==> src/isa_pkg.sv <==
package isa_pkg;

  // Machine word width for RV32
  localparam int WORD_W = 32;

  // Sequential PC step, no compressed instructions
  localparam int PC_STEP = 4;

  typedef logic [WORD_W-1:0] word_t;

  // Conditional branch kinds, encoded as funct3
  typedef enum logic [2:0] {
    BT_BEQ  = 3'b000,
    BT_BNE  = 3'b001,
    BT_BLT  = 3'b100,
    BT_BGE  = 3'b101,
    BT_BLTU = 3'b110,
    BT_BGEU = 3'b111
  } branch_type_t;

  // Control-transfer class of the issued instruction
  typedef enum logic [1:0] {
    JT_BRANCH = 2'd0,
    JT_JAL    = 2'd1,
    JT_JALR   = 2'd2
  } jump_type_t;

endpackage
==> src/bpred_pkg.sv <==
package bpred_pkg;

  // BTB geometry
  localparam int BTB_ENTRIES = 16;
  localparam int BTB_IDX_W   = 4;
  localparam int BTB_TAG_W   = 26;

  // Word-aligned PCs, so the index starts above the byte offset
  localparam int BTB_IDX_LSB = 2;

  // Two-bit saturating direction counter
  typedef enum logic [1:0] {
    CNT_STRONG_NT = 2'd0,
    CNT_WEAK_NT   = 2'd1,
    CNT_WEAK_T    = 2'd2,
    CNT_STRONG_T  = 2'd3
  } counter_t;

  // One BTB line
  typedef struct packed {
    logic                 valid;
    logic [BTB_TAG_W-1:0] tag;
    isa_pkg::word_t       target;
    counter_t             counter;
  } btb_entry_t;

endpackage

==> src/btb_update_if.sv <==
`timescale 1ns/1ps

interface btb_update_if;
  import isa_pkg::*;

  // Single-cycle training strobe, BTB always accepts
  logic  update_btb;
  word_t update_pc;
  word_t branch_target;
  logic  branch_outcome;

  modport src (
    output update_btb, update_pc, branch_target, branch_outcome
  );

  modport dst (
    input update_btb, update_pc, branch_target, branch_outcome
  );

endinterface

==> src/fu_branch_if.sv <==
`timescale 1ns/1ps

interface fu_branch_if;
  import isa_pkg::*;

  // Issue side
  logic         enable;
  jump_type_t   j_type;
  branch_type_t branch_type;
  word_t        reg_a;
  word_t        reg_b;
  word_t        imm;
  word_t        current_pc;
  logic         predicted_outcome;

  // Resolution results
  logic         resolved;
  logic         branch_outcome;
  logic         miss;
  word_t        correct_pc;
  word_t        branch_target;
  word_t        jump_wdat;

  modport br (
    input  enable, j_type, branch_type,
    input  reg_a, reg_b, imm, current_pc,
    input  predicted_outcome,
    output resolved, branch_outcome, miss,
    output correct_pc, branch_target, jump_wdat
  );

  modport issue (
    output enable, j_type, branch_type,
    output reg_a, reg_b, imm, current_pc,
    output predicted_outcome,
    input  resolved, branch_outcome, miss,
    input  correct_pc, branch_target, jump_wdat
  );

endinterface

==> src/branch_unit_top.sv <==
`timescale 1ns/1ps

module branch_unit_top (
  input  logic                   CLK,
  input  logic                   nRST,

  // Issue
  input  logic                   enable,
  input  isa_pkg::jump_type_t    j_type,
  input  isa_pkg::branch_type_t  branch_type,
  input  isa_pkg::word_t         reg_a,
  input  isa_pkg::word_t         reg_b,
  input  isa_pkg::word_t         imm,
  input  isa_pkg::word_t         current_pc,
  input  logic                   predicted_outcome,

  // Resolution
  output logic                   resolved,
  output logic                   branch_outcome,
  output logic                   miss,
  output isa_pkg::word_t         correct_pc,
  output isa_pkg::word_t         branch_target,
  output isa_pkg::word_t         jump_wdat,

  // Fetch lookup
  input  isa_pkg::word_t         lookup_pc,
  output logic                   pred_hit,
  output logic                   pred_taken,
  output isa_pkg::word_t         pred_target
);

  fu_branch_if  fubif ();
  btb_update_if updif ();

  // The top level acts as the issue side
  assign fubif.enable            = enable;
  assign fubif.j_type            = j_type;
  assign fubif.branch_type       = branch_type;
  assign fubif.reg_a             = reg_a;
  assign fubif.reg_b             = reg_b;
  assign fubif.imm               = imm;
  assign fubif.current_pc        = current_pc;
  assign fubif.predicted_outcome = predicted_outcome;

  assign resolved       = fubif.resolved;
  assign branch_outcome = fubif.branch_outcome;
  assign miss           = fubif.miss;
  assign correct_pc     = fubif.correct_pc;
  assign branch_target  = fubif.branch_target;
  assign jump_wdat      = fubif.jump_wdat;

  fu_branch i_fu_branch (
    .CLK   (CLK),
    .nRST  (nRST),
    .fubif (fubif.br),
    .updif (updif.src)
  );

  // Trained by the branch unit, read by fetch
  btb i_btb (
    .CLK         (CLK),
    .nRST        (nRST),
    .updif       (updif.dst),
    .lookup_pc   (lookup_pc),
    .pred_hit    (pred_hit),
    .pred_taken  (pred_taken),
    .pred_target (pred_target)
  );

endmodule

==> src/btb.sv <==
`timescale 1ns/1ps

module btb (
  input  logic           CLK,
  input  logic           nRST,
  btb_update_if.dst      updif,
  input  isa_pkg::word_t lookup_pc,
  output logic           pred_hit,
  output logic           pred_taken,
  output isa_pkg::word_t pred_target
);
  import bpred_pkg::*;

  btb_entry_t entries [BTB_ENTRIES];

  // Fetch lookup
  logic [BTB_IDX_W-1:0] rd_idx;
  logic [BTB_TAG_W-1:0] rd_tag;
  btb_entry_t           rd_entry;

  // Training path
  logic [BTB_IDX_W-1:0] wr_idx;
  logic [BTB_TAG_W-1:0] wr_tag;
  btb_entry_t           wr_old;
  btb_entry_t           wr_new;
  logic                 wr_match;

  // Saturating step toward the resolved direction
  function automatic counter_t step_counter(counter_t cur, logic outcome);
    counter_t nxt;
    case (cur)
      CNT_STRONG_NT: nxt = outcome ? CNT_WEAK_NT  : CNT_STRONG_NT;
      CNT_WEAK_NT:   nxt = outcome ? CNT_WEAK_T   : CNT_STRONG_NT;
      CNT_WEAK_T:    nxt = outcome ? CNT_STRONG_T : CNT_WEAK_NT;
      CNT_STRONG_T:  nxt = outcome ? CNT_STRONG_T : CNT_WEAK_T;
      default:       nxt = CNT_WEAK_NT;
    endcase
    return nxt;
  endfunction

  function automatic logic counter_taken(counter_t cnt);
    return (cnt == CNT_WEAK_T) || (cnt == CNT_STRONG_T);
  endfunction

  assign rd_idx   = lookup_pc[BTB_IDX_LSB +: BTB_IDX_W];
  assign rd_tag   = lookup_pc[BTB_IDX_LSB + BTB_IDX_W +: BTB_TAG_W];
  assign rd_entry = entries[rd_idx];

  assign pred_hit    = rd_entry.valid && (rd_entry.tag == rd_tag);
  assign pred_taken  = pred_hit && counter_taken(rd_entry.counter);
  assign pred_target = pred_hit ? rd_entry.target : '0;

  assign wr_idx   = updif.update_pc[BTB_IDX_LSB +: BTB_IDX_W];
  assign wr_tag   = updif.update_pc[BTB_IDX_LSB + BTB_IDX_W +: BTB_TAG_W];
  assign wr_old   = entries[wr_idx];
  assign wr_match = wr_old.valid && (wr_old.tag == wr_tag);

  always_comb begin : next_entry
    wr_new = wr_old;
    if (wr_match) begin
      wr_new.counter = step_counter(wr_old.counter, updif.branch_outcome);
      wr_new.target  = updif.branch_target;
    end else begin
      // Allocate, replacing whatever branch aliased to this index
      wr_new.valid   = 1'b1;
      wr_new.tag     = wr_tag;
      wr_new.target  = updif.branch_target;
      wr_new.counter = updif.branch_outcome ? CNT_WEAK_T : CNT_WEAK_NT;
    end
  end

  always_ff @(posedge CLK, negedge nRST) begin
    if (!nRST) begin
      for (int i = 0; i < BTB_ENTRIES; i++) begin
        entries[i] <= '0;
      end
    end else if (updif.update_btb) begin
      entries[wr_idx] <= wr_new;
    end
  end

endmodule

==> src/fu_branch.sv <==
`timescale 1ns/1ps

module fu_branch (
  input logic        CLK,
  input logic        nRST,
  fu_branch_if.br    fubif,
  btb_update_if.src  updif
);
  import isa_pkg::*;

  logic  cmp_eq;
  logic  cmp_lt;
  logic  cmp_ltu;
  logic  taken;
  logic  is_branch;
  word_t pc_seq;
  word_t pc_rel;
  word_t jalr_dest;

  // Training history for the single-update rule
  logic  btb_updated;
  word_t last_branch_pc;

  // The immediate arrives already decoded and sign-extended
  assign pc_seq    = fubif.current_pc + word_t'(PC_STEP);
  assign pc_rel    = fubif.current_pc + fubif.imm;
  assign jalr_dest = (fubif.reg_a + fubif.imm) & ~word_t'(1);

  assign is_branch = fubif.enable && (fubif.j_type == JT_BRANCH);

  assign cmp_eq  = (fubif.reg_a == fubif.reg_b);
  assign cmp_lt  = ($signed(fubif.reg_a) < $signed(fubif.reg_b));
  assign cmp_ltu = (fubif.reg_a < fubif.reg_b);

  always_comb begin : direction
    case (fubif.branch_type)
      BT_BEQ:  taken = cmp_eq;
      BT_BNE:  taken = ~cmp_eq;
      BT_BLT:  taken = cmp_lt;
      BT_BGE:  taken = ~cmp_lt;
      BT_BLTU: taken = cmp_ltu;
      BT_BGEU: taken = ~cmp_ltu;
      default: taken = 1'b0;
    endcase
  end

  always_comb begin : resolve
    fubif.resolved       = 1'b0;
    fubif.branch_outcome = 1'b0;
    fubif.miss           = 1'b0;
    fubif.correct_pc     = pc_seq;
    fubif.branch_target  = '0;
    fubif.jump_wdat      = '0;

    if (fubif.enable) begin
      case (fubif.j_type)
        JT_BRANCH: begin
          fubif.resolved       = 1'b1;
          fubif.branch_outcome = taken;
          fubif.branch_target  = pc_rel;
          fubif.correct_pc     = taken ? pc_rel : pc_seq;
          fubif.miss           = (taken != fubif.predicted_outcome);
        end
        JT_JAL: begin
          fubif.resolved   = 1'b1;
          fubif.jump_wdat  = pc_rel;
          fubif.correct_pc = pc_rel;
        end
        JT_JALR: begin
          fubif.resolved   = 1'b1;
          fubif.jump_wdat  = jalr_dest;
          fubif.correct_pc = jalr_dest;
        end
        default: begin
          fubif.resolved = 1'b0;
        end
      endcase
    end
  end

  // Remember which branch PC has already trained the BTB
  always_ff @(posedge CLK, negedge nRST) begin
    if (!nRST) begin
      btb_updated    <= 1'b0;
      last_branch_pc <= '0;
    end else begin
      if (is_branch) begin
        btb_updated    <= 1'b1;
        last_branch_pc <= fubif.current_pc;
      end else begin
        // Any idle or jump cycle ends the held branch
        btb_updated <= 1'b0;
      end
    end
  end

  // A new PC trains even if the previous branch was held right before it
  assign updif.update_btb = is_branch &&
                            (!btb_updated || (fubif.current_pc != last_branch_pc));

  assign updif.update_pc      = fubif.current_pc;
  assign updif.branch_target  = pc_rel;
  assign updif.branch_outcome = taken;

endmodule

==> config.mk <==
export PLATFORM = sky130hd
export DESIGN_NAME = branch_unit_top
export DESIGN_NICKNAME = d
export VERILOG_FILES = /design/src/isa_pkg.sv /design/src/bpred_pkg.sv /design/src/btb_update_if.sv /design/src/fu_branch_if.sv /design/src/branch_unit_top.sv /design/src/btb.sv /design/src/fu_branch.sv
export SDC_FILE = /design/constraint.sdc
export NUM_CORES = 2
export LEC_CHECK = 0
export BUFFER_PORTS_ARGS = -buffer_cell sky130_fd_sc_hd__clkbuf_2
export CORE_ASPECT_RATIO = 1.25
export CORE_MARGIN = 2
export CORE_UTILIZATION = 50
export DETAILED_ROUTE_END_ITERATION = 16
export PLACE_DENSITY = 0.73
export SYNTH_ARGS = -nofsm -noshare
export SYNTH_HDL_FRONTEND = slang
export SYNTH_SLANG_ARGS = --single-unit
==> constraint.sdc <==
create_clock -name CLK -period 7.55 [get_ports CLK]
set_input_delay 1.51 -clock CLK [delete_from_list [all_inputs] [get_ports CLK]]
set_output_delay 1.51 -clock CLK [all_outputs]
set_load 0.01 [all_outputs]
== Word level (Yosys, flattened, before mapping) ==
Index checks and enable logic that the tools add are counted.

* Memory bits (writable): 0
* Bits in read-only memories: 0
* Word-level logic and storage cells: 142
* Latch bits: 0
* Memories: 0
* Flip-flop bits (word level): 1009

* Bitwise gates (word level): 5
* Muxes and demuxes: 33
* Equal/unequal tests: 17
* $mul: 0
* $add $sub $neg: 3
* Shifts and indexed selects: 0
* Reduce and logical (&&, ||, !) cells: 13
* $lt $le $gt $ge: 5
* Div/mod/pow operators: 0

{| class="wikitable"
|+ Operator list
! kind !! count
|-
| $bwmux W976 || 1
|-
| $bmux W61 S4 || 2
|-
| $mux W61 || 5
|-
| $demux W61 S4 || 1
|-
| $mux W32 || 6
|-
| $pmux W32 S3 || 1
|-
| $add A32 B32 Y32 || 2
|-
| $lt A32 B32 Y1 || 2
|-
| $pmux W32 S2 || 1
|-
| $eq A26 B26 Y1 || 2
|-
| $add A32 B3 Y32 const B || 1
|-
| $eq A32 B32 Y1 || 1
|-
| $ne A32 B32 Y1 || 1
|-
| $mux W27 || 1
|-
| $eq A3 B3 Y1 const B || 4
|-
| $eq A2 B2 Y1 const B || 5
|-
| $ge A5 B5 Y1 const B || 2
|-
| $not A4 Y5 || 2
|-
| $mux W1 || 9
|-
| $mux W2 || 4
|-
| $pmux W2 S4 || 1
|-
| $logic_and A1 B1 Y1 || 6
|-
| $pmux W1 S6 || 1
|-
| $lt A5 B1 Y1 const B || 1
|-
| other kinds (9) || 14
|}

== Logic depth before layout (Yosys ltp) ==
* Depth in word-level cells: 8
* Depth in mapped cells: 15

== By module ==
From an unflattened synthesis, not the netlist that was laid out.

* Cells, all modules: 4991
* Area total of the unflattened synthesis: 55977.4 um2

{| class="wikitable"
|+ Modules (own cells, without submodules)
! module !! times used !! area each (um2) !! cells each
|-
| btb || 1 || 48167.4 || 3957
|-
| fu_branch || 1 || 7810.0 || 1034
|}

== Worst setup path before layout ==
No wires, ideal clock.

* Kind: input -> output
* Start point: input lookup_pc[2]
* End point: output pred_taken
* Cell stages on the path: 8
* Setup slack: 1.306 ns
* Required time: 6.040 ns
* Arrival: 4.734 ns
* Cell sequence: clkbuf_1 > buf_1 > clkbuf_1 > buf_1 > buf_1 > mux4_2 > mux4_2 > and3_1

* Cells in the longest elaborated chain, start to end: 7

{| class="wikitable"
|+ RTL lines
! what !! RTL line !! text
|-
| start: declaration || branch_unit_top.sv:26 || <nowiki>input isa_pkg::word_t lookup_pc,</nowiki>
|-
| $not A4 Y5 (implied by the code) * || btb.sv:47 || <nowiki>assign rd_entry = entries[rd_idx];</nowiki>
|-
| $bmux W61 S4 * || btb.sv:47 ||
|-
| $mux W61 (implied by the code) * (2 in series) || btb.sv:47 ||
|-
| $eq A26 B26 Y1 or $eq A2 B2 Y1 (tied branches) || btb.sv:49, btb.sv:42 ||
|-
| $logic_and A1 B1 Y1 or $logic_or A1 B1 Y1 (tied branches) || btb.sv:49, btb.sv:42 ||
|-
| $logic_and A1 B1 Y1 * || btb.sv:50 || <nowiki>assign pred_taken = pred_hit && counter_taken(rd_entry.counter);</nowiki>
|-
| end: declaration || branch_unit_top.sv:28 || <nowiki>output logic pred_taken,</nowiki>
|}

Every way passes the cells marked *; elsewhere a longest branch is shown, timed or not. The select of a mux whose other input is x is not followed.

== Worst setup path after layout ==
* Start point: input reg_a[5]
* End point: output correct_pc[19]

* Cells in the longest elaborated chain, start to end: 6

{| class="wikitable"
|+ RTL lines
! what !! RTL line !! text
|-
| start: declaration || branch_unit_top.sv:11 || <nowiki>input isa_pkg::word_t reg_a,</nowiki>
|-
| $lt A32 B32 Y1 (tied with other cells) || fu_branch.sv:33 || <nowiki>assign cmp_ltu = (fubif.reg_a < fubif.reg_b);</nowiki>
|-
| $not A1 Y1 (on tied branches) || fu_branch.sv:42, fu_branch.sv:38, fu_branch.sv:40 ||
|-
| $pmux W1 S6 || fu_branch.sv:36 || <nowiki>case (fubif.branch_type)</nowiki>
|-
| $mux W32 || fu_branch.sv:61 || <nowiki>fubif.correct_pc = taken ? pc_rel : pc_seq;</nowiki>
|-
| $pmux W32 S3 * || fu_branch.sv:56 || <nowiki>case (fubif.j_type)</nowiki>
|-
| $mux W32 * || fu_branch.sv:55 || <nowiki>if (fubif.enable) begin</nowiki>
|-
| end: declaration || branch_unit_top.sv:21 || <nowiki>output isa_pkg::word_t correct_pc,</nowiki>
|}

Every way passes the cells marked *; elsewhere a longest branch is shown, timed or not.

==> out/results.txt <==
Critical register-to-register path startpoint -> i_btb.entries[664]$_DFFE_PN0P_
Clock network latency to the later pin of the worst-skew pair -> 720 ps
Sort of element at the end of the critical path -> primary output
Slew margin rel. -> 14.7%
Total track usage -> 32.1%
Number of slew-limit violations in the final report -> 0
RSZ-0062 raised after global routing -> no
Commonest non-fill, non-tap cells in the layout -> 1,441 x sky130_fd_sc_hd__nand2_1, 1,009 x sky130_fd_sc_hd__dfrtp_1, 681 x sky130_fd_sc_hd__o21ai_0, 408 x sky130_fd_sc_hd__mux4_2, 292 x sky130_fd_sc_hd__clkbuf_2
Clock buffer count from CTS -> 98
Top area cells in the synthesized netlist -> sky130_fd_sc_hd__dfrtp_1 46%, sky130_fd_sc_hd__mux4_2 17%, sky130_fd_sc_hd__nand2_1 9.8%, sky130_fd_sc_hd__o21ai_0 6.2%, sky130_fd_sc_hd__clkbuf_1 2.5%
Final count of negative-setup-slack endpoints -> 0
CP peak stage delay -> 660 ps
Worst-path cell with the longest stage delay -> sky130_fd_sc_hd__or4_1
Sequential area share after synthesis -> 45.8%
Largest clock skew in the final design -> 54.2 ps
Antenna-violating nets left -> 0
Number of different library cells in the post-synthesis netlist -> 83
Crit path max-delay family -> simple AND/OR/NAND/NOR gates
Post-synth design cell area -> 0.0551 sq mm
Worst r2r path cells -> 8
CTS H-Tree Depth -> 3
Origin of the worst setup path -> reg_a[5]
Worst path cell trace -> clkbuf_2, ha_1, nand4_1, or4_1, or4_1, a211oi_1, o21ai_0, mux2i_4, buf_4, nand2_1, o22ai_1, a221o_1, clkbuf_2
Mean number of vias per cell -> 6.34
Outcome -> complete, no violations
Maximum count of clock buffers along a single path -> 3
Std-Cell Core Area -> 0.110 sq mm
Hold-critical path depth -> 2
Die span in x -> 301 um
Share of post-route cells with drive strength above 1 -> 22.1%
Initial core utilization -> 50.2%
IO Count -> 302
Layout overhead on the synthesized area -> 11.3%
Post-synth EDFFs -> 0
Reg-to-reg slack, setup -> 3750 ps
Initial antenna violation count -> 4
Fin Setup TNS -> 0 ps
Root Buffer Master -> sky130_fd_sc_hd__clkbuf_16
Highest fanout seen on the critical path -> 17
Total half-perimeter wirelength after legalization and detailed placement -> 118,000 um
Pwr Density -> 244 mW/mm^2
Synthesized netlist cell count -> 5,300
Commonest non-fill, non-tap cell in the layout -> sky130_fd_sc_hd__nand2_1
Cell accounting for the most synthesized area -> sky130_fd_sc_hd__dfrtp_1
Post_cts resized -> 0
Final GP Congestion -> 0.954
Number of max-cap violations -> 0
Pwr Total -> 15.0 mW
Die outline height -> 375 um
Syn Area/Cell -> 10.4 sq um
Main flop type after synthesis -> sky130_fd_sc_hd__dfrtp_1
Number of endpoints with negative hold slack in the final report -> 0
Number of detailed-routing iterations run before antenna repair -> 7
Remaining design rule violation count -> 0
Number of input and output port buffers inserted -> 299
Average wire per standard cell -> 26.1 um
Highest attainable clock frequency -> 142 MHz
Post-route minimum period -> 7050 ps
Net count of the finished layout -> 5,651
Post CTS Setup Buffer Count -> 0
Residual overflow from global routing -> 0
CTS tree -> built
Sort of element at the start of the critical path -> primary input
Largest net degree at the start of global routing -> 171
Worst slew pin tran -> 1280 ps
Total leakage power -> 28.3 nW
Critical path depth -> 13
Final wirelength -> 180,000 um
Detailed-route via count -> 43,800
Number of global-route vias before repair -> 43,800
Count of routing violations after the opening detailed-route iteration -> 4,755
Count of hold buffers inserted by post-cts repair -> 0
Fraction of registers with async set/reset -> 100%
Startpoint of the most critical hold path -> i_btb.entries[674]$_DFFE_PN0P_
Area share of the largest cell type after synthesis -> 45.8%
Period Utilization, post-route -> 93.4%
Critical path required time -> 6040 ps
Data arrival, critical path -> 5540 ps
Clock tree sinks -> 1,009
Peak supply drop -> 0.189 mV
Synth Register Bits -> 1,009
Number of rows created at floorplan -> 136
HP Class -> reg -> reg
Clock transition at the registers of the reported paths -> 60 ps
Crit path kind -> in -> out
Synthesis Warnings -> 0
Full die area -> 0.113 sq mm
Number of buffer and inverter stages on the critical path -> 3
Synthesized Nets -> 5,572
Global-route wire length before repair -> 273,000 um
report_power, final:
part	switching, mW	leakage (nW)	internal [mW]
combinational	1.77	13.3	1.40
clock	2.19	1.62	2.84
sequential	0.512	13.4	6.25
total	4.47	28.3	10.5
worst register-to-register path, delay by kind of cell, from the launching register on:
kind	cells	cell delay (ps)
muxes	2	1070
AOI/OAI and AO/OA	4	1000
DFF	1	400
and+or+nand+nor	2	1190
through the flow:
| stage | utilization (%) | cells | setup slack, ps | hold WS [ps] | area (sq um) |
|---|---|---|---|---|---|
| global placement | 52.9 | 6728 | 642 | 454 | 58100 |
| floorplan | - | 5300 | 1310 | 441 | 55100 |
| finish | 55.9 | 6912 | 500 | 471 | 61400 |
| detailed placement | 52.9 | 6728 | 641 | 457 | 58100 |
| CTS | 55.9 | 6910 | 616 | 473 | 61400 |
| global route | 55.9 | 6910 | 367 | 495 | 61400 |
state kept, by name, summed over array words and instances (netlist names):
register and cells:
i_fu_branch.last_branch_pc 32, i_btb.entries 976, i_fu_branch.btb_updated 1
cell usage after synthesis (11+ instances only):
cell type                     n
sky130_fd_sc_hd__nand3_1     54
sky130_fd_sc_hd__ha_1       101
sky130_fd_sc_hd__mux2i_1     39
sky130_fd_sc_hd__a21o_1      27
sky130_fd_sc_hd__buf_1       37
sky130_fd_sc_hd__nand2_1   1442
sky130_fd_sc_hd__dfrtp_1   1009
sky130_fd_sc_hd__a211oi_1    12
sky130_fd_sc_hd__o21a_1      11
sky130_fd_sc_hd__and3_1      46
sky130_fd_sc_hd__buf_4       24
sky130_fd_sc_hd__a31oi_1     16
sky130_fd_sc_hd__inv_1       75
sky130_fd_sc_hd__nor4_1      23
sky130_fd_sc_hd__xnor2_1    120
sky130_fd_sc_hd__nand4_1     39
sky130_fd_sc_hd__mux4_2     408
sky130_fd_sc_hd__clkbuf_1   367
sky130_fd_sc_hd__buf_2       20
sky130_fd_sc_hd__a221o_1     13
sky130_fd_sc_hd__a21oi_1     88
sky130_fd_sc_hd__o22ai_1     20
sky130_fd_sc_hd__mux2_2     119
sky130_fd_sc_hd__o211ai_1    13
sky130_fd_sc_hd__nor3_1      31
sky130_fd_sc_hd__o221ai_1    12
sky130_fd_sc_hd__nor2_1     171
sky130_fd_sc_hd__nor2b_1     15
sky130_fd_sc_hd__o21ai_0    681
sky130_fd_sc_hd__nand2b_1    28
sky130_fd_sc_hd__xor2_1      49
cell families (layout without fill, tap and decap cells):
kind of cell               count (synthesis)  in the layout  share of synthesized area, %
AOI/OAI and AO/OA                       1004           1004                          10.6
DFF                                     1009           1009                          45.8
muxes                                    577            577                          20.3
xor gates and xnor gates                 169            169                          2.68
and+or+nand+nor                         1900           1900                          14.1
other                                      0              2                             0
buffers and inverters                    538            699                          4.17
adders and majority gates                103            103                          2.36
layout make-up:
type,instances,area (sq um)
Multi-Input combinational cell,3753,28000
Clock inverter,36,424
Fill cell,9077,48400
Inverter,77,289
Sequential cell,1009,25200
Timing Repair Buffer,440,2750
Antenna cell,2,5.00
Clock buffer,146,2850
Tap cell,1449,1810
worst paths after layout:
check / to
worst max register to register: i_btb.entries[915]$_DFFE_PN0P_
min in group asynchronous: i_btb.entries[866]$_DFFE_PN0P_
worst min-delay path: i_btb.entries[674]$_DFFE_PN0P_
worst max-delay path: correct_pc[19]
worst min register to register: i_btb.entries[674]$_DFFE_PN0P_
max in group asynchronous: i_btb.entries[345]$_DFFE_PN0P_
routing by layer:
| layer | global-route usage [%] | part of all wire, % | vias to the layer above |
|---|---|---|---|
| met1 | 41.2 | 37 | 22100 |
| met3 | 6.27 | 9.5 | 555 |
| li1 | - | - | 18900 |
| met4 | 17.8 | 6.3 | 4 |
| met5 | 0 | 0.012 | - |
| met2 | 51.2 | 47 | 2304 |
No activity file was read; power rests on OpenSTA's default activity.
